$ cat config.mk
export PLATFORM = sky130hd
export DESIGN_NAME = axi_read_ctrl
export DESIGN_NICKNAME = d
export VERILOG_FILES = /design/src/rtl/mem_pkg.sv /design/src/rtl/axi_pkg.sv /design/src/rtl/axi_read_ctrl.sv
export SDC_FILE = /design/constraint.sdc
export NUM_CORES = 1
export LEC_CHECK = 0
export BUFFER_PORTS_ARGS = -buffer_cell sky130_fd_sc_hd__buf_4
export CAP_MARGIN = 20
export CORE_ASPECT_RATIO = 2
export CORE_MARGIN = 2
export CORE_UTILIZATION = 39
export DETAILED_ROUTE_END_ITERATION = 6
export PLACE_DENSITY = 0.76
export SYNTH_ARGS = -nofsm -noshare
export SYNTH_HDL_FRONTEND = slang
export SYNTH_SLANG_ARGS = --single-unit
$ cat constraint.sdc
create_clock -name clock -period 3.75 [get_ports clock]
set_input_delay 0.75 -clock clock [delete_from_list [all_inputs] [get_ports clock]]
set_output_delay 0.75 -clock clock [all_outputs]
set_load 0.05 [all_outputs]
$ cat src/rtl/mem_pkg.sv
`default_nettype none

// geometry of the scratch RAM and the shape of its write port
package mem_pkg;

   // ------------------------------------------------------------------
   // geometry
   // ------------------------------------------------------------------
   localparam int mem_addr_w = 10;                       // word address bits
   localparam int mem_data_w = 32;                       // bits per word
   localparam int mem_lanes  = 4;                        // byte lanes per word
   localparam int mem_lane_w = mem_data_w / mem_lanes;   // 8 bits per lane
   localparam int mem_depth  = 1 << mem_addr_w;          // 1024 words

   typedef logic [mem_addr_w-1:0] mem_addr_t;
   typedef logic [mem_data_w-1:0] mem_data_t;
   typedef logic [mem_lanes-1:0]  mem_be_t;             // one enable per lane

   // ------------------------------------------------------------------
   // write port, 46 bits
   // ------------------------------------------------------------------
   typedef struct packed {
      mem_addr_t addr;   // word address
      mem_data_t data;   // full word, lanes picked by be
      mem_be_t   be;     // byte lane enables
   } ram_wr_t;

endpackage

`default_nettype wire

$ cat src/rtl/axi_pkg.sv
`default_nettype none

// AXI field widths, codes and channel payloads
package axi_pkg;

   // ------------------------------------------------------------------
   // field widths
   // ------------------------------------------------------------------
   localparam int axi_id_w  = 4;
   localparam int axi_len_w = 4;   // beats = len + 1, so 1 to 16

   typedef logic [axi_id_w-1:0]  axi_id_t;
   typedef logic [axi_len_w-1:0] axi_len_t;
   typedef logic [1:0]           axi_burst_t;
   typedef logic [1:0]           axi_resp_t;

   // burst types, wrap is not supported
   localparam axi_burst_t burst_fixed = 2'd0;   // every beat on one word
   localparam axi_burst_t burst_incr  = 2'd1;   // one word per beat

   localparam axi_resp_t  resp_okay   = 2'd0;
   localparam axi_resp_t  resp_slverr = 2'd2;   // wlast on the wrong beat

   // ------------------------------------------------------------------
   // channel payloads
   // ------------------------------------------------------------------
   typedef struct packed {
      axi_id_t            id;
      mem_pkg::mem_addr_t addr;    // word address, no byte offset
      axi_len_t           len;
      axi_burst_t         burst;
   } axi_addr_t;                    // used for both aw and ar

   typedef struct packed {
      mem_pkg::mem_data_t data;
      mem_pkg::mem_be_t   strb;
      logic               last;
   } axi_wdata_t;

   typedef struct packed {
      axi_id_t   id;
      axi_resp_t resp;
   } axi_bresp_t;

   typedef struct packed {
      axi_id_t            id;
      mem_pkg::mem_data_t data;
      axi_resp_t          resp;
      logic               last;
   } axi_rdata_t;

endpackage

`default_nettype wire

$ cat src/rtl/axi_read_ctrl.sv
`default_nettype none

// read side of the memory slave
// RAM output and the prefetch register keep two words in flight
module axi_read_ctrl (
   input  wire                    clock,
   input  wire                    rst,
   // read address
   input  wire axi_pkg::axi_addr_t  ar,
   input  wire                    ar_valid,
   output logic                   ar_ready,
   // read data
   output axi_pkg::axi_rdata_t    r,
   output logic                   r_valid,
   input  wire                    r_ready,
   // RAM read port
   output mem_pkg::mem_addr_t     rd_addr,
   input  wire mem_pkg::mem_data_t  rd_data   // word for last cycle's rd_addr
);

   import axi_pkg::*;
   import mem_pkg::*;

   typedef enum logic [1:0] {
      R_IDLE,    // waiting for ar, first word read on the handshake
      R_FILL,    // first word on rd_data, second one being read
      R_BURST,   // streaming beats
      R_LAST     // final beat on r
   } rstate_t;

   rstate_t              state;

   // captured address channel
   axi_id_t              id_q;
   mem_addr_t            base_q;
   axi_burst_t           burst_q;
   axi_len_t             len_q;

   logic [axi_len_w:0]   fcnt;      // beat index of the word on rd_data
   logic [axi_len_w:0]   fidx;      // beat index read this cycle
   axi_len_t             dcnt;      // beat index of the word on r
   mem_data_t            pf_data;   // prefetch register, feeds r.data
   logic                 last_q;

   logic                 ar_hs;
   logic                 beat;
   logic                 advance;   // pipeline moves one word

   assign ar_hs   = ar_valid && ar_ready;
   assign beat    = r_valid && r_ready;
   assign advance = (state == R_FILL) || (state == R_BURST && r_ready);
   assign fidx    = advance ? fcnt + 1'b1 : fcnt;   // on a stall the same word is reread

   // ------------------------------------------------------------------
   // RAM address
   // ------------------------------------------------------------------
   always_comb begin
      if (state == R_IDLE)
         rd_addr = ar.addr;                        // word 0 leaves on the handshake
      else if (burst_q == burst_incr)
         rd_addr = base_q + mem_addr_t'(fidx);     // wraps modulo the RAM size
      else
         rd_addr = base_q;                         // fixed burst
   end

   // all fields come from registers, so r holds under back-pressure
   assign r = '{id: id_q, data: pf_data, resp: resp_okay, last: last_q};

   // ------------------------------------------------------------------
   // control
   // ------------------------------------------------------------------
   always_ff @(posedge clock or negedge rst) begin
      if (!rst) begin
         state    <= R_IDLE;
         ar_ready <= 1'b0;
         r_valid  <= 1'b0;
         last_q   <= 1'b0;
      end else begin
         case (state)
            R_IDLE: begin
               ar_ready <= 1'b1;
               if (ar_hs) begin
                  ar_ready <= 1'b0;
                  state    <= R_FILL;
               end
            end
            R_FILL: begin
               r_valid <= 1'b1;                    // 2 cycles after the handshake
               last_q  <= (len_q == '0);
               state   <= (len_q == '0) ? R_LAST : R_BURST;
            end
            R_BURST: begin
               if (r_ready && (dcnt + 1'b1 == len_q)) begin
                  last_q <= 1'b1;                  // next beat is len+1
                  state  <= R_LAST;
               end
            end
            R_LAST: begin
               if (r_ready) begin
                  r_valid  <= 1'b0;
                  last_q   <= 1'b0;
                  ar_ready <= 1'b1;                // cycle after the last beat
                  state    <= R_IDLE;
               end
            end
         endcase
      end
   end

   // ------------------------------------------------------------------
   // payload and counters
   // ------------------------------------------------------------------
   always_ff @(posedge clock) begin
      if (ar_hs) begin
         id_q    <= ar.id;
         base_q  <= ar.addr;
         burst_q <= ar.burst;
         len_q   <= ar.len;
         fcnt    <= '0;
      end else if (advance) begin
         fcnt    <= fidx;
      end

      if (advance)
         pf_data <= rd_data;   // holds while r_ready is low

      if (state == R_FILL)
         dcnt <= '0;
      else if (beat && state == R_BURST)
         dcnt <= dcnt + 1'b1;
   end

endmodule

`default_nettype wire

After elaboration in Yosys (flattened, before gate mapping)
Index checks and enable logic that the tools add are counted.
Cells by class
  add/sub/neg operators: 3
  equality and inequality tests: 8
  multiplexer cells: 15
  reductions and logical operators: 15
Operators with widths (number)
  $mux W10: 2
  $add A10 B5 Y10: 1
  $pmux W2 S4: 1
  $mux W2: 3
  $reduce_and A3 Y1: 2
  $add A5 B1 Y5 const B: 1
  $logic_and A1 B1 Y1: 5
  $mux W1: 5
  $mux W5: 1
  $add A4 B1 Y4 const B: 1
  $eq A2 B1 Y1 const B: 2
  $eq A2 B2 Y1 const B: 2
  $eq A4 B4 Y1: 1
  $logic_not A4 Y1: 1
  $ne A2 B2 Y1 const B: 2
  $pmux W1 S2: 2
  $reduce_and A2 Y1: 2
  $reduce_bool A2 Y1: 2
  $pmux W1 S3: 1
  $reduce_bool A3 Y1: 1
  $logic_not A2 Y1: 1
  $ne A2 B1 Y1 const B: 1
  $logic_or A1 B1 Y1: 1
Word-level totals
  register bits: 66
  output and inout bits: 51
  logic and storage cells: 52

Logic depth before layout (Yosys ltp)
Gate-level depths: netlist (run 1).
  word-level depth: 7
  depth in mapped cells: 14
  mapped depth without buffers: 12

Worst setup path before layout (run 1)
OpenSTA, ideal clock, no wires.
  path type: register to output
  from: reg state[1]
  to: out rd_addr[7]
  arrival time: 3.979 ns
  setup slack: -0.979 ns
  stages on the path, launching flop included: 14
  cells stage by stage: dfrtp_1 > inv_1 > ha_1 > buf_2 > a21o_1 > buf_2 > mux2i_1 > inv_1 > ha_1 > a211oi_1 > o21ai_0 > and4bb_2 > xnor2_1 > o21ai_0
On the way
  longest elaborated chain between the ends: 7
  elaborated cells between the ends (all ways): 9
Ends and longest elaborated chain
  from (decl): RTL line axi_read_ctrl.sv:31  | rstate_t state;
  from (signal assigned): RTL line axi_read_ctrl.sv:90  | state <= (len_q == '0) ? R_LAST : R_BURST;
  $eq A2 B2 Y1: RTL line axi_read_ctrl.sv:51  | assign advance = (state == R_FILL) || (state == R_BURST && r_ready);
  $logic_and A1 B1 Y1: RTL line axi_read_ctrl.sv:51
  $logic_or A1 B1 Y1 *: RTL line axi_read_ctrl.sv:51
  $mux W5 *: RTL line axi_read_ctrl.sv:52  | assign fidx = advance ? fcnt + 1'b1 : fcnt;
  via fidx[1]: RTL line axi_read_ctrl.sv:40  | logic [axi_len_w:0] fidx;
  $add A10 B5 Y10 *: RTL line axi_read_ctrl.sv:61  | rd_addr = base_q + mem_addr_t'(fidx);
  $mux W10 *: RTL line axi_read_ctrl.sv:60  | else if (burst_q == burst_incr)
  $mux W10 *: RTL line axi_read_ctrl.sv:58  | if (state == R_IDLE)
  to (decl): RTL line axi_read_ctrl.sv:17  | output mem_pkg::mem_addr_t rd_addr,
The timed path passes the listed nets; every way through them passes the cells marked *.

Worst setup path in the final report (run 1)
  from: reg state[1]
  to: out rd_addr[5]
The elaborated chain is that of the path after synthesis.

==> impl_metrics.tcl, run 1 <==
set metrics [dict create \
    cp-end-kind "output port" \
    wire_per_inst_um 15.1 \
    grt_pass1_vias 2208 \
    p_seq_share_pct 28.6 \
    htree_levels 3 \
    final_hold_viol_count 0 \
    min_period_ns 3.80 \
    cts_sinks 66 \
    p_leak_nw 1.81 \
    switching_share_pct 43.1 \
    r2r-start "state[1]" \
    drc_errors 0 \
    max_cap_viol_count 0 \
    reg2reg_slack_ns 1.79 \
    dp_slack_ns -0.201 \
    finalCoreUtilization_pct 61.3 \
    combPwrFrac_pct 52.8 \
    antenna_found_initial 0 \
    synth_cell_types 39 \
    violations "negative setup slack" \
    synth_top_cell_by_area "edfxtp_1" \
    num-fill-cells 549 \
    cts_hold_buffers 0 \
    multi_input_comb_area_um2 1100 \
    syn_area_per_cell_um2 13.5 \
    hold_ws_ns 0.211 \
    grt_max_degree 22 \
    gp_congestion 0.802 \
    vdd_drop_max_uv 552 \
    synth_common_cells "edfxtp_1 (52), o21ai_0 (19), ha_1 (11)" \
    finalSetupTns_ns -0.0996 \
    required_ns 3.00 \
    fin_skew_ns 0.00601 \
    worst_slack_ns -0.0516 \
    layout.nets 404 \
    ys_async_sr_fraction_pct 7.58 \
    synthTopCellsByArea "edfxtp_1 (55%), dfxtp_1 (6.4%), ha_1 (4.9%), dfrtp_1 (4.4%), o21ai_0 (3.4%)" \
    clkPwrFrac_pct 18.7 \
    reg2regPathDepth 8 \
    post-dp-hpwl_um 4470 \
    synthesis.area_um2 2830 \
    yosys_warnings 0 \
    cts-root-buf "clkbuf_16" \
    grt_remaining_overflow 0 \
    grt_pass1_wl_um 10300 \
    fmax_ghz 0.263 \
    power_mw 4.13 \
    register_area_um2 1870 \
    antenna_cells 0 \
    worstSkewPairLatency_ns 0.33 \
    die-area_um2 8000 \
    area_growth_pct 55.0 \
    cp.arrival_ns 3.05 \
    final_max_slew_viol_count 0 \
    track_usage_pct 17.0 \
    clock_path_buffers 2 \
    port_buffers 104 \
    drt_iter0_drc 154 \
    vias 2139 \
    p_sw_mw 1.78 \
    yosys.area.top_type_share_pct 55.2 \
    drt_first_pass_iters 5 \
    status "finished with violations" \
    min_path_type "in -> async" \
    io_pins 107 \
    intPower_mw 2.35 \
    final_layout_size_suffix_gt1_share_pct 50.4 \
    path_class "reg -> out" \
    rsz0062_at_grt "true" \
    setup_viol 2 \
    synthCells 209 \
    finalCritPeriodShare_pct 101 \
    core_area_um2 7160 \
    drt-total-wl_um 6540 \
    startpoint_type "flop" \
    yosysSeqAreaShare_pct 66.0 \
    via_per_inst 4.94 \
    cellPowerDensity_nw_per_um2 941 \
    antenna_left 0 \
    cts.reportedPaths.clkPinSlew_ns 0.06 \
    die_h_um 124 \
    rr_endpoint "state[0]" \
    rows 44 \
    cts_buffers 9 \
    synth_seq_cells 66 \
    synth-edff-count 52 \
    path_max_fanout 4 \
    tritoncts "done" \
    yosysMostFrequentCell "edfxtp_1" \
    synth-main-ff-cell "edfxtp_1" \
    initial_utilization_pct 39.5 \
    dieWidth_um 64.2 \
]
## how the worst max path moves through the flow
stage,start,end,slack [ns],cells after the start
global route,state[1],rd_addr[5],-0.21,13
CTS,state[0],rd_addr[4],-0.11,14
floorplan,state[1],rd_addr[9],0.01,13
global placement,r_ready,rd_addr[4],-0.07,13
detailed placement,r_ready,rd_addr[4],-0.20,13
finish,state[1],rd_addr[5],-0.05,13
## logic make-up after synthesis
kind of cell	share of synthesized area [%]
buffers and inverters	2.65
flip-flops	66.0
AND/OR/NAND/NOR	9.55
other	0.132
XOR/XNOR	4.33
adder cells (fa/ha/maj)	5.57
multiplexers	1.95
AO/OA/AOI/OAI	9.86
## worst max-delay path, stage by stage, from the launching register on
cell      delay, ns
dfrtp_2        0.45
inv_2          0.10
ha_4           0.13
a21o_1         0.16
buf_6          0.14
nand4_1        0.14
xnor2_2        0.19
ha_1           0.34
o21ai_2        0.09
o21bai_1       0.18
a21oi_2        0.08
or3_4          0.40
a31oi_4        0.15
buf_6          0.18
## power by group through the flow
| stage | registers, mW | clock network (mW) | logic (mW) |
|---|---|---|---|
| finish | 1.18 | 0.771 | 2.18 |
| CTS | 1.16 | 0.786 | 2.07 |
| detailed placement | 1.17 | 0 | 1.86 |
| global route | 1.20 | 0.820 | 2.30 |
| global placement | 1.16 | 0 | 1.82 |
| floorplan | 1.61 | 0 | 0.880 |
## placed cells by master (no fill, tap or decap), types with 3 or more instances in the layout
cell	synthesis	routed
nand3_1	4	4
nor2b_1	5	4
and2_1	4	4
o21a_1	4	4
nor3_1	6	6
o21ai_1	0	6
clkbuf_16	0	9
nand2_1	9	9
xnor2_1	9	4
inv_1	8	5
a21oi_1	7	6
buf_6	0	8
xnor2_2	0	5
dfrtp_1	5	3
edfxtp_1	52	52
buf_4	3	113
ha_1	11	5
inv_2	0	3
xor2_1	5	4
ha_4	0	6
nor2_1	9	9
o21ai_0	19	10
nand4_1	4	4
mux2i_1	4	3
clkinvlp_4	0	3
dfxtp_1	9	9
## what timing repair did
item / CTS / global route
endpoints found under the hold margin: 0 / 0
setup buffers: 7 / 3
setup endpoints to repair: 7 / 8
cloned: 1 / 0
resized for setup: 22 / 23
pin swaps: 6 / 16
## per-layer routing
metal / share of wire [%] / vias up / GRT usage [%] / wire length (um)
li1: - / 1029 / - / -
met1: 38 / 1009 / 19.5 / 2500
met2: 53 / 87 / 28.6 / 3480
met3: 6.5 / 14 / 4.70 / 426
met4: 1.9 / 0 / 8.39 / 127
met5: 0 / - / 0 / 0
## state kept, by name (all words and copies together), names as in the netlist
signal,cells
r_valid,1
fcnt,5
last_q,1
dcnt,4
ar_ready,1
len_q,4
base_q,10
id_q,4
pf_data,32
burst_q,2
state,2
## final cells by class
cell class                      instances  share of cell area (%)
Timing Repair Buffer                  123                    22.6
Tap cell                               92                    2.62
Sequential cell                        66                    42.6
Clock inverter                          6                   0.941
Clock buffer                           10                    5.45
Inverter                                8                   0.685
Multi-Input combinational cell        128                    25.1
## stage by stage
stage / instance area [um2] / cells
5_1_grt: 4390 / 433
6_report: 4390 / 433
4_1_cts: 4230 / 430
2_1_floorplan: 2880 / 210
3_3_place_gp: 3790 / 406
3_5_place_dp: 3790 / 406
No activity file was read; power rests on OpenSTA's default activity.
==> run 2: changes to the inputs <==
==> constraint.sdc (replaced) <==
create_clock -name clock -period 3.75 [get_ports clock]
set_input_delay 0.75 -clock clock [delete_from_list [all_inputs] [get_ports clock]]
set_output_delay 0.75 -clock clock [all_outputs]
set_load 0.02 [all_outputs]
==> run 2 against run 1 <==
The flow now finishes without violations. Sequential power hardly changed. Utilization is 2.9 points lower. Count of clock-buffer cells in the layout is 1 higher. Critical endpoint is now rd_addr[4]. Largest cell class unchanged.
==> impl_metrics.tcl, run 2 (same netlist as run 1, synthesis figures left out) <==
set metrics [dict create \
    dieWidth_um 64.2 \
    die_h_um 124 \
    cts-root-buf "clkbuf_16" \
    placed_cells 404 \
    setup_viol 0 \
    port_buffers 104 \
    reg2regPathDepth 7 \
    max_cap_viol_count 0 \
    top_register "pf_data" \
    min_period_ns 3.65 \
    finalSetupTns_ns 0 \
    most-common-layout-cells "buf_4 (115), edfxtp_1 (52), o21ai_0 (15)" \
    drt_first_pass_iters 4 \
    required_ns 3.00 \
    fmax_ghz 0.274 \
    cts_sinks 66 \
    power_mw 3.54 \
    status "complete, no violations" \
    via_per_inst 4.93 \
    final_hold_viol_count 0 \
    layout.nets 398 \
    gp_congestion 0.892 \
    cp.arrival_ns 2.90 \
    largest_reg_flops 32 \
    placed_area_um2 3740 \
    rsz0062_at_grt "true" \
    tightestPinTransition_ns 0.577 \
    finalCritPeriodShare_pct 97.3 \
    track_usage_pct 16.4 \
    final_area_um2 4180 \
    worst_slack_ns 0.100 \
    grt_pass1_wl_um 10000 \
    area_growth_pct 47.7 \
    layout.cells.non_filler 427 \
    grt_pass1_vias 2117 \
    antenna_left 0 \
    grt_max_degree 33 \
    rows 44 \
    antenna_cells 0 \
    fin_skew_ns 0.00511 \
    initial_utilization_pct 39.5 \
    vias 2107 \
    drt_iter0_drc 160 \
    io_pins 107 \
    core_area_um2 7160 \
    hold_ws_ns 0.216 \
    path_max_fanout 5 \
    post-dp-hpwl_um 4560 \
    p_leak_nw 1.74 \
    reg.largest.list "pf_data x32, base_q x10, fcnt x5" \
    min_path_type "in -> async" \
    final_layout_size_suffix_gt1_share_pct 45.1 \
    cts_hold_buffers 0 \
    worstSkewPairLatency_ns 0.33 \
    antenna_found_initial 0 \
    final_max_slew_viol_count 0 \
    grt_remaining_overflow 0 \
    htree_levels 3 \
    drt-total-wl_um 6360 \
    wire_per_inst_um 14.9 \
    max_slew_margin_pct 61.6 \
    clock_path_buffers 2 \
    path_class "reg -> out" \
    vdd_drop_max_uv 432 \
    cp-end-kind "output port" \
    dp_slack_ns 0.0587 \
    mostFrequentLayoutCell "buf_4" \
    finalCoreUtilization_pct 58.4 \
    die-area_um2 8000 \
    cts.reportedPaths.clkPinSlew_ns 0.05 \
    drc_errors 0 \
    startpoint_type "flop" \
    cellPowerDensity_nw_per_um2 846 \
    cts_buffers 9 \
    tritoncts "done" \
    num-fill-cells 607 \
]
[run 2: report_power, final]
group | total [mW] | switching [mW] | internal (mW)
sequential | 1.17 | 0.112 | 1.06
clock | 0.864 | 0.284 | 0.580
combinational | 1.50 | 0.833 | 0.669
total | 3.54 | 1.23 | 2.31
[run 2: cell type report]
type / instances / area (um2) / share of cell area, %
flip-flops and latches: 66 / 1870 / 44.7
clock inverters: 5 / 78.8 / 1.89
well taps: 92 / 115 / 2.75
multi-input cells: 128 / 970 / 23.2
inverters: 8 / 30.0 / 0.718
repair buffers: 117 / 886 / 21.2
clock buffers: 11 / 233 / 5.57
[run 2: routing by layer]
metal | track usage, % | routed length, um
met5 | 0 | 0
met4 | 6.76 | 95
met2 | 27.8 | 3360
met3 | 4.79 | 447
met1 | 19.1 | 2460
[run 2: path summary, 6_finish.rpt]
| kind | start | to | slack (ns) |
|---|---|---|---|
| setup / recovery | state[0] | rd_addr[4] | 0.10 |
| hold / removal | rst | state[1] | 0.22 |
| setup reg to reg | state[1] | state[0] | 1.85 |
| hold reg to reg | dcnt[3] | dcnt[3] | 0.52 |
| max in group asynchronous | rst | state[1] | 3.41 |
| min in group clock | dcnt[3] | dcnt[3] | 0.52 |
[run 2: worst max-delay path, stage by stage, from the launching register on]
cell	delay, ns
dfrtp_1	0.40
inv_2	0.06
ha_2	0.19
a21o_4	0.24
xor2_4	0.17
ha_4	0.16
inv_1	0.05
fa_2	0.38
nor2b_4	0.13
o21a_1	0.16
nor3_1	0.06
o31ai_1	0.27
o21a_1	0.19
buf_6	0.12
[run 2: timing repair]
action                                  4_1_cts  5_1_grt
gates resized for setup                       5       15
pin swaps                                     3        7
endpoints found under the setup margin        6        7
setup buffers                                 1        6
