[config.mk]
export PLATFORM = sky130hd
export DESIGN_NAME = axi_write_ctrl
export DESIGN_NICKNAME = d
export VERILOG_FILES = /design/src/rtl/mem_pkg.sv /design/src/rtl/axi_pkg.sv /design/src/rtl/axi_write_ctrl.sv
export SDC_FILE = /design/constraint.sdc
export NUM_CORES = 1
export LEC_CHECK = 0
export BUFFER_PORTS_ARGS = -buffer_cell sky130_fd_sc_hd__buf_2
export CAP_MARGIN = 20
export CORE_MARGIN = 3
export CORE_UTILIZATION = 30
export CTS_BUF_LIST = sky130_fd_sc_hd__clkbuf_16
export CTS_CLUSTER_DIAMETER = 50
export DETAILED_ROUTE_END_ITERATION = 8
export PLACE_DENSITY_LB_ADDON = 0.1
export RECOVER_POWER = 100
export SLEW_MARGIN = 20
export SYNTH_ARGS = -nofsm -noshare
export SYNTH_HDL_FRONTEND = slang
export SYNTH_SLANG_ARGS = --single-unit
[constraint.sdc]
create_clock -name clock -period 4.55 [get_ports clock]
set_clock_uncertainty 0.2 [all_clocks]
set_input_delay 0.2275 -clock clock [delete_from_list [all_inputs] [get_ports clock]]
set_output_delay 0.2275 -clock clock [all_outputs]
set_load 0.005 [all_outputs]
[src/rtl/mem_pkg.sv]
`default_nettype none

// geometry of the scratch RAM and the shape of its write port
package mem_pkg;

   // ------------------------------------------------------------------
   // geometry
   // ------------------------------------------------------------------
   localparam int mem_addr_w = 10;                       // word address bits
   localparam int mem_data_w = 32;                       // bits per word
   localparam int mem_lanes  = 4;                        // byte lanes per word
   localparam int mem_lane_w = mem_data_w / mem_lanes;   // 8 bits per lane
   localparam int mem_depth  = 1 << mem_addr_w;          // 1024 words

   typedef logic [mem_addr_w-1:0] mem_addr_t;
   typedef logic [mem_data_w-1:0] mem_data_t;
   typedef logic [mem_lanes-1:0]  mem_be_t;             // one enable per lane

   // ------------------------------------------------------------------
   // write port, 46 bits
   // ------------------------------------------------------------------
   typedef struct packed {
      mem_addr_t addr;   // word address
      mem_data_t data;   // full word, lanes picked by be
      mem_be_t   be;     // byte lane enables
   } ram_wr_t;

endpackage

`default_nettype wire

[src/rtl/axi_pkg.sv]
`default_nettype none

// AXI field widths, codes and channel payloads
package axi_pkg;

   // ------------------------------------------------------------------
   // field widths
   // ------------------------------------------------------------------
   localparam int axi_id_w  = 4;
   localparam int axi_len_w = 4;   // beats = len + 1, so 1 to 16

   typedef logic [axi_id_w-1:0]  axi_id_t;
   typedef logic [axi_len_w-1:0] axi_len_t;
   typedef logic [1:0]           axi_burst_t;
   typedef logic [1:0]           axi_resp_t;

   // burst types, wrap is not supported
   localparam axi_burst_t burst_fixed = 2'd0;   // every beat on one word
   localparam axi_burst_t burst_incr  = 2'd1;   // one word per beat

   localparam axi_resp_t  resp_okay   = 2'd0;
   localparam axi_resp_t  resp_slverr = 2'd2;   // wlast on the wrong beat

   // ------------------------------------------------------------------
   // channel payloads
   // ------------------------------------------------------------------
   typedef struct packed {
      axi_id_t            id;
      mem_pkg::mem_addr_t addr;    // word address, no byte offset
      axi_len_t           len;
      axi_burst_t         burst;
   } axi_addr_t;                    // used for both aw and ar

   typedef struct packed {
      mem_pkg::mem_data_t data;
      mem_pkg::mem_be_t   strb;
      logic               last;
   } axi_wdata_t;

   typedef struct packed {
      axi_id_t   id;
      axi_resp_t resp;
   } axi_bresp_t;

   typedef struct packed {
      axi_id_t            id;
      mem_pkg::mem_data_t data;
      axi_resp_t          resp;
      logic               last;
   } axi_rdata_t;

endpackage

`default_nettype wire

[src/rtl/axi_write_ctrl.sv]
`default_nettype none

// write side of the memory slave
// one transaction at a time, address first, then data, then response
module axi_write_ctrl (
   input  wire                    clock,
   input  wire                    rst,
   // write address
   input  wire axi_pkg::axi_addr_t  aw,
   input  wire                    aw_valid,
   output logic                   aw_ready,
   // write data
   input  wire axi_pkg::axi_wdata_t w,
   input  wire                    w_valid,
   output logic                   w_ready,
   // write response
   output axi_pkg::axi_bresp_t    b,
   output logic                   b_valid,
   input  wire                    b_ready,
   // RAM write port
   output mem_pkg::ram_wr_t       ram_wr,
   output logic                   ram_we
);

   import axi_pkg::*;
   import mem_pkg::*;

   typedef enum logic [1:0] {
      W_IDLE,    // waiting for aw
      W_BURST,   // taking beats
      W_RESP     // holding b until b_ready
   } wstate_t;

   wstate_t    state;

   // captured address channel
   axi_id_t    id_q;
   mem_addr_t  addr_q;      // address of the next beat
   axi_burst_t burst_q;
   axi_len_t   left_q;      // beats left after the current one

   logic       aw_hs;
   logic       beat;        // accepted data beat
   logic       final_beat;  // burst ends on this beat

   assign aw_hs      = aw_valid && aw_ready;
   assign beat       = w_valid && w_ready;
   assign final_beat = w.last || (left_q == '0);   // early last or beat len+1

   // ------------------------------------------------------------------
   // RAM write, straight from the beat
   // ------------------------------------------------------------------
   assign ram_wr = '{addr: addr_q, data: w.data, be: w.strb};
   assign ram_we = beat;   // w_ready is only high in W_BURST

   // ------------------------------------------------------------------
   // control
   // ------------------------------------------------------------------
   always_ff @(posedge clock or negedge rst) begin
      if (!rst) begin
         state    <= W_IDLE;
         aw_ready <= 1'b0;
         w_ready  <= 1'b0;
         b_valid  <= 1'b0;
      end else begin
         case (state)
            W_IDLE: begin
               aw_ready <= 1'b1;        // rises the first cycle out of reset
               if (aw_hs) begin
                  aw_ready <= 1'b0;
                  w_ready  <= 1'b1;     // data accepted from the next cycle
                  state    <= W_BURST;
               end
            end
            W_BURST: begin
               if (beat && final_beat) begin
                  w_ready <= 1'b0;
                  b_valid <= 1'b1;      // response the cycle after the final beat
                  state   <= W_RESP;
               end
            end
            W_RESP: begin
               if (b_ready) begin       // b_valid is high all through W_RESP
                  b_valid  <= 1'b0;
                  aw_ready <= 1'b1;     // next address the cycle after the B handshake
                  state    <= W_IDLE;
               end
            end
            default: state <= W_IDLE;
         endcase
      end
   end

   // ------------------------------------------------------------------
   // payload, address stepping and response
   // ------------------------------------------------------------------
   always_ff @(posedge clock) begin
      if (aw_hs) begin
         id_q    <= aw.id;
         addr_q  <= aw.addr;
         burst_q <= aw.burst;
         left_q  <= aw.len;
      end else if (beat) begin
         if (burst_q == burst_incr)
            addr_q <= addr_q + 1'b1;   // wraps at the top of the RAM
         left_q <= left_q - 1'b1;      // underflow on the final beat is harmless
      end

      // okay only when last lands exactly on beat len+1
      if (beat && final_beat)
         b <= '{id: id_q, resp: (w.last && left_q == '0) ? resp_okay : resp_slverr};
   end

endmodule

`default_nettype wire

# After elaboration in Yosys (flattened, before gate mapping)
# Index checks and enable logic that the tools add are counted.
dict set report word_totals {
  reg_bits 31
  out_inout_bits 56
  input_bits 62
}
dict set report classes {
  reduce_logical 17
  addsub 2
  eq_ne 6
  n_mux 19
}
# cell n
set op_table {}
lappend op_table {{2-to-1 mux 10 bit} 3}
lappend op_table {{adder 10 x 1 -> 10 bit, second input constant} 1}
lappend op_table {{nonzero test 2 bit} 5}
lappend op_table {{AND reduction 3 bit} 3}
lappend op_table {{2-to-1 mux 2 bit} 4}
lappend op_table {{2-to-1 mux 4 bit} 2}
lappend op_table {{2-to-1 mux 1 bit} 6}
lappend op_table {{!= test 2 bit, second input constant} 3}
lappend op_table {{one-hot mux 1 bit (2 select lines)} 3}
lappend op_table {{one-hot mux 2 bit (3 select lines)} 1}
lappend op_table {{== test 2 x 1 -> 1 bit, second input constant} 2}
lappend op_table {{logical AND 1 bit} 4}
lappend op_table {{logical NOT 4 bit} 1}
lappend op_table {{AND reduction 2 bit} 2}
lappend op_table {{subtractor 4 x 1 -> 4 bit, second input constant} 1}
lappend op_table {{== test 2 bit, second input constant} 1}
lappend op_table {{logical NOT 2 bit} 1}
lappend op_table {{logical OR 1 bit} 1}

# Logic depth before layout (Yosys ltp)
# Gate-level depths: netlist of run 1.
dict set report logic_depth {
  depth_word 5
  mapped_depth 5
  ltp_nobuf 5
}

# Least setup slack after synthesis of run 1
# Ideal clock, no wire load.
dict set report synth_path {
  path_type {reg2reg}
  from {reg left_q[0]}
  to {reg b[1] in the netlist's numbering (enable)}
  path_slack_ps 2618
  arrival_time_ps 1372
  path_stages_with_launch 5
  path_cell_list {edfxtp_1 inv_1 ha_1 or3b_1 a21oi_1}
}
dict set report synth_via {
  elab_chain_cells 3
}
# item line_no
set synth_rtl {}
lappend synth_rtl {{from (decl)} axi_write_ctrl.sv:40} ;# axi_len_t left_q;
lappend synth_rtl {{from (signal assigned)} axi_write_ctrl.sv:102} ;# left_q <= aw.len;
lappend synth_rtl {{from (signal assigned)} axi_write_ctrl.sv:106} ;# left_q <= left_q - 1'b1;
lappend synth_rtl {{logical NOT 4 bit} axi_write_ctrl.sv:48} ;# assign final_beat = w.last || (left_q == '0);
lappend synth_rtl {{logical OR 1 bit} axi_write_ctrl.sv:48}
lappend synth_rtl {{logical AND 1 bit} axi_write_ctrl.sv:110} ;# if (beat && final_beat)
lappend synth_rtl {{to (signal assigned)} axi_write_ctrl.sv:111} ;# b <= '{id: id_q, resp: (w.last && left_q == '0) ? resp_okay : resp_slverr};
lappend synth_rtl {{to (decl)} axi_write_ctrl.sv:17} ;# output axi_pkg::axi_bresp_t b,
# No other way between the ends.
# A chain may end at the register's enable or synchronous reset.

# Worst setup path after layout of run 1
dict set report layout_path {
  from {reg aw_ready}
  to {reg left_q[2], data pin}
}
dict set report layout_via {
  elab_chain_cells 2
}
# item line_no
set layout_rtl {}
lappend layout_rtl {{from (decl)} axi_write_ctrl.sv:11} ;# output logic aw_ready,
lappend layout_rtl {{from (signal assigned)} axi_write_ctrl.sv:62} ;# aw_ready <= 1'b0;
lappend layout_rtl {{from (signal assigned)} axi_write_ctrl.sv:68} ;# aw_ready <= 1'b1;
lappend layout_rtl {{from (signal assigned)} axi_write_ctrl.sv:70} ;# aw_ready <= 1'b0;
lappend layout_rtl {{logical AND 1 bit} axi_write_ctrl.sv:46} ;# assign aw_hs = aw_valid && aw_ready;
lappend layout_rtl {{2-to-1 mux 4 bit} axi_write_ctrl.sv:98} ;# if (aw_hs) begin
# No other way between the ends.

==> impl_metrics.json, run 1 <==
{
  "outcome": "completed",
  "vias_per_cell": 4.55,
  "cts_tree": "built",
  "ys_seq_area_frac": 0.533,
  "yosys.area.top_type": "edfxtp_1",
  "path_cells": "nand2_1 -> inv_1 -> nand2_1 -> o21ai_0",
  "drive_gt1_frac": 0.260,
  "path_common_cell": "nand2_1",
  "antenna_found_initial": 0,
  "post_cts_buffers": 0,
  "nets": 236,
  "crit_arrival_ns": 1.97,
  "grt-ovfl-total": 0,
  "synth_common_cells": "buf_4 (37), edfxtp_1 (25), nand2_1 (12)",
  "core_area_um2": 5200,
  "clock_latency_ns": 0.27,
  "yosysWarnings": 0,
  "power_uw": 1060,
  "synthTopCellsByArea": "edfxtp_1 (46%), buf_4 (17%), dfrtp_1 (7.6%)",
  "min_from": "aw[7]",
  "die_y_um": 80,
  "io_buffers": 44,
  "fillers": 574,
  "cp_slowest_cell": "nand2_1",
  "num_antenna_cells": 0,
  "drt_iter0_drc": 21,
  "synth-edff-count": 25,
  "finalCritPeriodShare": 0.479,
  "setup_viol": 0,
  "finalHoldViolations": 0,
  "clk_path_buf_depth": 2,
  "finalWirelength_mm": 3.38,
  "hold_class": "input port to flop",
  "worst_pin_slew_ns": 0.749,
  "top_layer": "met4",
  "clock.fmax_mhz": 459,
  "maxSlewViolCount": 0,
  "p_per_area_nw_per_um2": 574,
  "synth_cells": 154,
  "period_needed_ns": 2.18,
  "met2WireLength_mm": 1.51,
  "relSlewSlack": 0.499,
  "setup_ws_ns": 2.37,
  "max_stage_delay_ns": 0.56,
  "path_buf_inv": 1,
  "initial_core_util": 0.316,
  "drt-pass1-iter-count": 4,
  "cap_violations": 0,
  "place_ws_ns": 2.31,
  "yosysMostFrequentCell": "buf_4",
  "rsz0062_at_grt": "false",
  "wl_met1_mm": 1.35,
  "utilization": 0.355,
  "syn-num-nets": 218,
  "drcViolationCount": 0,
  "avgSynthCellArea_um2": 10.7,
  "gp_congestion": 0.742,
  "cts_made_buffers": 5,
  "wl_met3_um": 374,
  "die_w_um": 80,
  "grtUsageTotal": 0.110,
  "cp-start-kind": "flop",
  "async_flop_share": 0.167,
  "vdd_ir_drop_max_uv": 175,
  "htree_num_levels": 2,
  "clockRootBuffer": "clkbuf_16",
  "rr_startpoint": "aw_ready$_DFFE_PN0P_",
  "syn2layout_area_growth_pct": 12.5,
  "grt_max_degree": 25,
  "cp.required_ns": 4.34,
  "netlist-cell-type-count": 33,
  "synthFlopType": "edfxtp_1",
  "dieArea_um2": 6400,
  "finalSetupTns_ns": 0,
  "crit_start": "aw_ready$_DFFE_PN0P_",
  "cp_max_fo": 24,
  "synthesis.area_um2": 1640,
  "whs_ns": 0.0337,
  "clk_pin_slew_ns": 0.05,
  "ios": 118,
  "cp_top_family": "simple AND/OR/NAND/NOR gates",
  "p_leak_uw": 0.000741,
  "dr_total_vias": 1106,
  "wl_per_cell_um": 13.9,
  "grt_pass1_wl_mm": 5.43,
  "cts_sinks": 30,
  "grt_pass1_vias": 1106,
  "crit_type": "flop to flop",
  "synth_top_area_frac": 0.457,
  "dp_hpwl_mm": 2.56,
  "end_kind": "flop",
  "rows": 26,
  "synth_seq_cells": 30,
  "ant_nets": 0
}
tightest hold or removal path: cells and delay by family:
family / cells / cell delay [ns]
and+or+nand+nor: 2 / 0.09
buffers and inverters: 1 / 0.08
layer usage:
layer / vias to the layer above / track usage
met4: 0 / 0.0659
met3: 30 / 0.0474
met1: 486 / 0.129
li1: 540 / -
met2: 50 / 0.164
met5: - / 0
where the power goes:
| part | leakage (uW) | switching (uW) | internal (uW) |
|---|---|---|---|
| clock | 0.0000663 | 101 | 196 |
| combinational | 0.000379 | 145 | 123 |
| sequential | 0.000296 | 81.4 | 415 |
| total | 0.000741 | 327 | 734 |
path summary, 6_finish.rpt:
path,endpoint,slack [ns],depth (start not counted)
setup / recovery,left_q[2]$_DFFE_PP_,2.37,4
hold / removal,addr_q[1]$_DFFE_PP_,0.03,3
setup reg to reg,left_q[2]$_DFFE_PP_,2.37,4
hold reg to reg,b[4]$_DFFE_PP_,0.22,0
max in group asynchronous,aw_ready$_DFFE_PN0P_,3.80,2
min in group asynchronous,b_valid$_DFFE_PN0P_,0.14,2
area by class of cell:
cell class                      instances  area (um^2)  share of cell area
Sequential cell                        30          876               0.474
Multi-Input combinational cell         75          433               0.234
Timing Repair Buffer                   52          285               0.154
Clock buffer                            5          125              0.0677
Tap cell                               70         87.6              0.0474
Inverter                                8         30.0              0.0162
Clock inverter                          3         11.3             0.00609
what timing repair did:
action,CTS,global route
resized for setup,0,0
hold endpoints to repair,11,0
hold buffers,7,0
metrics by stage:
stage | cell area, um^2 | cells
2_1_floorplan | 1640 | 154
3_3_place_gp | 1670 | 228
3_5_place_dp | 1670 | 228
4_1_cts | 1870 | 243
5_1_grt | 1850 | 243
6_report | 1850 | 243
cell usage in the layout, fill, tap and decap left out, types with 2 or more instances in the layout:
cell type | netlist | final
dlygate4sd3_1 | 0 | 7
nor2_1 | 10 | 10
ha_1 | 2 | 2
buf_2 | 0 | 37
or3_2 | 2 | 2
nand4_1 | 1 | 2
a31oi_1 | 5 | 5
nand3_1 | 4 | 4
inv_1 | 8 | 8
a211oi_1 | 1 | 2
edfxtp_1 | 25 | 25
xnor2_1 | 3 | 3
xor2_1 | 2 | 2
clkinv_1 | 0 | 3
nand2_1 | 12 | 12
clkbuf_1 | 4 | 8
clkbuf_16 | 0 | 5
o21ai_0 | 9 | 9
a21oi_1 | 7 | 7
dfrtp_1 | 5 | 5
or3_1 | 2 | 2
flip-flops by register name, summed over array words and instances (netlist names):
register / flops
addr_q: 10
b_valid: 1
left_q: 4
w_ready: 1
aw_ready: 1
state: 2
id_q: 4
b: 5
burst_q: 2
cell families (layout without fill, tap and decap cells):
kind of cell	count (synthesis)	in the layout	share of synthesized area
adders and majority gates	2	2	0.0152
buffers and inverters	49	68	0.196
DFF	30	30	0.533
AOI/OAI and AO/OA	29	29	0.110
and+or+nand+nor	38	38	0.116
other	1	1	0.00228
xor gates and xnor gates	5	5	0.0267
Note: power is estimated with default switching activity, not from simulation.
==> run 2, diff against run 1 <==
clock period = 1.94 ns   (was 4.55 ns; I/O delays follow)
==> run 2 against run 1 <==
Combinational power grew to 2.8 times the previous value. Utilization grew 11 points. Sequential share of layout area shrank 11 points. Highest routed layer unchanged. Fmax grew 18%. Cell area grew 30%.
==> impl_metrics.json, run 2 (synthesized netlist as in run 1, its figures left out) <==
{
  "outcome": "completed",
  "core_area_um2": 5200,
  "grt_pass1_vias": 1298,
  "setup_viol": 0,
  "hold_class": "input port to flop",
  "crit_type": "flop to flop",
  "num_antenna_cells": 0,
  "ios": 118,
  "htree_num_levels": 2,
  "reg2reg_to": "b[5]$_DFFE_PP_",
  "relSlewSlack": 0.523,
  "finalSetupTns_ns": 0,
  "drt-pass1-iter-count": 4,
  "cts_made_buffers": 5,
  "cap_violations": 0,
  "grtUsageTotal": 0.111,
  "grt_max_degree": 17,
  "drcViolationCount": 0,
  "dieArea_um2": 6400,
  "clock.fmax_mhz": 543,
  "layout_common_cells": "dlygate4sd3_1 (57), buf_2 (35), edfxtp_1 (25)",
  "drive_gt1_frac": 0.228,
  "period_needed_ns": 1.84,
  "wl_per_cell_um": 12.4,
  "io_buffers": 44,
  "crit_start": "left_q[0]$_DFFE_PP_",
  "antenna_found_initial": 0,
  "cp-start-kind": "flop",
  "die_y_um": 80,
  "drt_iter0_drc": 20,
  "clock_latency_ns": 0.27,
  "maxSlewViolCount": 0,
  "finalInstanceArea_um2": 2390,
  "top_register": "addr_q",
  "initial_core_util": 0.316,
  "vias_per_cell": 4.35,
  "setup_ws_ns": 0.0976,
  "r2r_slack_ns": 0.1,
  "place_ws_ns": 0.0894,
  "ant_nets": 0,
  "p_per_area_nw_per_um2": 1090,
  "grt-ovfl-total": 0,
  "nets": 291,
  "finalCritPeriodShare": 0.950,
  "p_leak_uw": 0.000965,
  "final_common_cell": "dlygate4sd3_1",
  "clk_path_buf_depth": 2,
  "rows": 26,
  "finalWirelength_mm": 3.69,
  "end_kind": "flop",
  "crit_end": "b[5]$_DFFE_PP_",
  "rsz0062_at_grt": "false",
  "largest_register_ffs": 10,
  "finalHoldViolations": 0,
  "cp_max_fo": 6,
  "dr_total_vias": 1296,
  "gp_congestion": 0.740,
  "cts_sinks": 30,
  "reg2regPathDepth": 5,
  "clockRootBuffer": "clkbuf_16",
  "rr_startpoint": "left_q[0]$_DFFE_PP_",
  "place_area_um2": 1700,
  "worst_pin_slew_ns": 0.716,
  "die_w_um": 80,
  "syn2layout_area_growth_pct": 45.8,
  "cp.required_ns": 1.72,
  "dp_hpwl_mm": 2.53,
  "crit_arrival_ns": 1.62,
  "cts_tree": "built",
  "largestRegisters": "addr_q (10), b (5)",
  "grt_pass1_wl_mm": 5.62,
  "vdd_ir_drop_max_uv": 480,
  "clk_pin_slew_ns": 0.05
}
-- run 2: layout make-up --
cell class                 count  area, um^2
inverter                       8        30.0
multi-input combinational     75         449
sequential                    30         876
fill                         513        2810
timing repair buffer         107         811
clock inverter                 3        16.3
tap                           70        87.6
clock buffer                   5         125
-- run 2: metal layers --
layer | up-vias | wire length (um) | share of wire | global-route usage
met5 | - | 0 | 0 | 0
met4 | 0 | 24 | 0.0065 | 0.0203
met3 | 2 | 319 | 0.086 | 0.0372
met2 | 80 | 1860 | 0.50 | 0.210
met1 | 567 | 1500 | 0.40 | 0.120
li1 | 647 | - | - | -
-- run 2: worst min path at each step --
stage / from / to / slack [ns] / cells after the start
after detailed placement: rst / aw_ready$_DFFE_PN0P_ / -0.28 / 1
after global routing: aw[14] / addr_q[8]$_DFFE_PP_ / 0.04 / 3
final: aw[14] / addr_q[8]$_DFFE_PP_ / 0.009 / 3
after floorplan: rst / aw_ready$_DFFE_PN0P_ / -0.40 / 0
after CTS: aw[11] / addr_q[5]$_DFFE_PP_ / 0.002 / 3
after global placement: rst / aw_ready$_DFFE_PN0P_ / -0.28 / 1
-- run 2: worst max-delay path, stage by stage, from the launching register on --
cell	delay, ns
edfxtp_1	0.40
inv_1	0.08
ha_2	0.18
or3b_4	0.39
a21oi_1	0.15
buf_4	0.16
-- run 2: timing repair --
item | in CTS | in global routing
setup buffers | 0 | 0
gates resized for setup | 0 | 2
setup endpoints to repair | 0 | 5
hold buffers | 57 | 0
endpoints found under the hold margin | 60 | 0
-- run 2: through the flow --
stage                     instances  hold WS [ns]  total power, uW   util
after floorplan                 154        -0.399             1610      -
after detailed placement        233        -0.278             1860  0.327
final                           298       0.00936             2620  0.460
after global routing            298        0.0358             2820  0.460
after global placement          233        -0.282             1840  0.327
after CTS                       298       0.00244             2690  0.464
-- run 2: where the power goes --
| part | internal, uW | total (uW) | switching, uW |
|---|---|---|---|
| registers | 972 | 1140 | 173 |
| logic | 377 | 760 | 382 |
| clock network | 466 | 712 | 246 |
==> run 3, diff against run 2 <==
PLACE_DENSITY_LB_ADDON = default   (was 0.1)
==> run 3 against run 2 <==
Clock power shrank 0.7%. Register-to-register slack lost 0.03 ns. Utilization grew 0.19 points. Critical path type unchanged. Highest routed layer unchanged. Total power grew 0.33%. Fmax shrank 1.7%. Critical path depth is the same. Largest power group unchanged.
==> impl_metrics.json, run 3 (synthesized netlist as in run 1, its figures left out) <==
{
  "outcome": "completed",
  "crit_type": "flop to flop",
  "p_int_uw": 1810,
  "setup_viol": 0,
  "p_sw_frac": 0.310,
  "end_kind": "flop",
  "p_per_area_nw_per_um2": 1090,
  "clk_path_buf_depth": 2,
  "pwr-share-comb": 0.292,
  "utilization": 0.462,
  "finalWirelength_mm": 3.70,
  "finalHoldViolations": 0,
  "grt_max_degree": 23,
  "p_leak_uw": 0.000972,
  "top_register": "addr_q",
  "num_antenna_cells": 0,
  "power.switching_uw": 814,
  "period_needed_ns": 1.87,
  "vdd_ir_drop_max_uv": 430,
  "relSlewSlack": 0.652,
  "syn2layout_area_growth_pct": 46.4,
  "cts_tree": "built",
  "wl_per_cell_um": 12.4,
  "grt-ovfl-total": 0,
  "gp_congestion": 0.764,
  "largestRegisters": "addr_q (10), b (5)",
  "clk_pin_slew_ns": 0.05,
  "drcViolationCount": 0,
  "clock_latency_ns": 0.27,
  "post_cts_buffers": 0,
  "cts_made_buffers": 5,
  "core_area_um2": 5200,
  "antenna_found_initial": 0,
  "largest_register_ffs": 10,
  "ant_nets": 0,
  "vias_per_cell": 4.45,
  "rsz0062_at_grt": "false",
  "finalSetupTns_ns": 0,
  "initial_core_util": 0.316,
  "grt_pass1_vias": 1191,
  "die_w_um": 80,
  "cts_sinks": 30,
  "place_ws_ns": 0.00892,
  "dieArea_um2": 6400,
  "drive_gt1_frac": 0.215,
  "dr_total_vias": 1325,
  "clockRootBuffer": "clkbuf_16",
  "finalCritPeriodShare": 0.966,
  "cp.required_ns": 1.72,
  "nets": 291,
  "dp_hpwl_mm": 2.42,
  "rows": 26,
  "maxSlewViolCount": 0,
  "crit_arrival_ns": 1.66,
  "ios": 118,
  "grtUsageTotal": 0.112,
  "clock.fmax_mhz": 534,
  "p_clk_frac": 0.269,
  "hold_class": "input port to flop",
  "final_common_cell": "dlygate4sd3_1",
  "die_y_um": 80,
  "whs_ns": 0.0621,
  "worst_pin_slew_ns": 0.521,
  "layout_common_cells": "dlygate4sd3_1 (59), buf_2 (33), edfxtp_1 (25)",
  "grt_pass1_wl_mm": 5.44,
  "io_buffers": 44,
  "cp-start-kind": "flop",
  "seqPwrFrac": 0.439,
  "drt-pass1-iter-count": 4,
  "drt_iter0_drc": 43,
  "htree_num_levels": 2,
  "cap_violations": 0,
  "cp_max_fo": 5,
  "setup_ws_ns": 0.0657
}
run 3: metrics by stage:
stage	total power, uW	std cells	area, um^2
3_5_place_dp	1850	231	1690
4_1_cts	2680	298	2420
6_report	2630	298	2400
5_1_grt	2810	298	2400
3_3_place_gp	1820	231	1690
2_1_floorplan	1610	154	1640
run 3: path summary, 6_finish.rpt:
kind                                  endpoint  depth (start not counted)  slack, ns                 from
max reg2reg                     b[2]$_DFFE_PP_                          5       0.07  left_q[0]$_DFFE_PP_
min reg2reg                     b[4]$_DFFE_PP_                          0       0.22    id_q[2]$_DFFE_PP_
max in group asynchronous  b_valid$_DFFE_PN0P_                          3       0.79                  rst
max                             b[2]$_DFFE_PP_                          5       0.07  left_q[0]$_DFFE_PP_
min in group asynchronous  w_ready$_DFFE_PN0P_                          3       0.56                  rst
min                             b[1]$_DFFE_PP_                          3       0.06                 w[0]
run 3: area by class of cell:
cell class	instances	area, um^2
multi-input cells	75	452
well taps	70	87.6
repair buffers	107	822
inverters	8	30.0
clock inverters	3	12.5
fillers	505	2800
flip-flops and latches	30	876
clock buffers	5	125
run 3: power groups by stage:
stage	registers, uW	clock network, uW	logic (uW)
3_5_place_dp	1170	0	685
5_1_grt	1190	756	864
3_3_place_gp	1160	0	664
6_report	1150	707	766
2_1_floorplan	1120	0	482
4_1_cts	1150	732	793
run 3: worst max-delay path, cell delays in order (launching register included):
cell	delay, ns
edfxtp_1	0.38
inv_1	0.07
ha_1	0.18
or3b_4	0.42
a21oi_4	0.17
buf_4	0.16
run 3: metal layers:
layer / share of wire / global-route usage / vias up
met5: 0 / 0 / -
met4: 0.020 / 0.0557 / 0
met2: 0.52 / 0.198 / 66
li1: - / - / 651
met3: 0.078 / 0.0260 / 8
met1: 0.39 / 0.125 / 600
run 3: repair_timing:
action,in CTS,in global routing
hold endpoints to repair,62,0
resized for setup,1,2
pin swaps,0,0
setup endpoints to repair,4,4
hold buffers,59,0
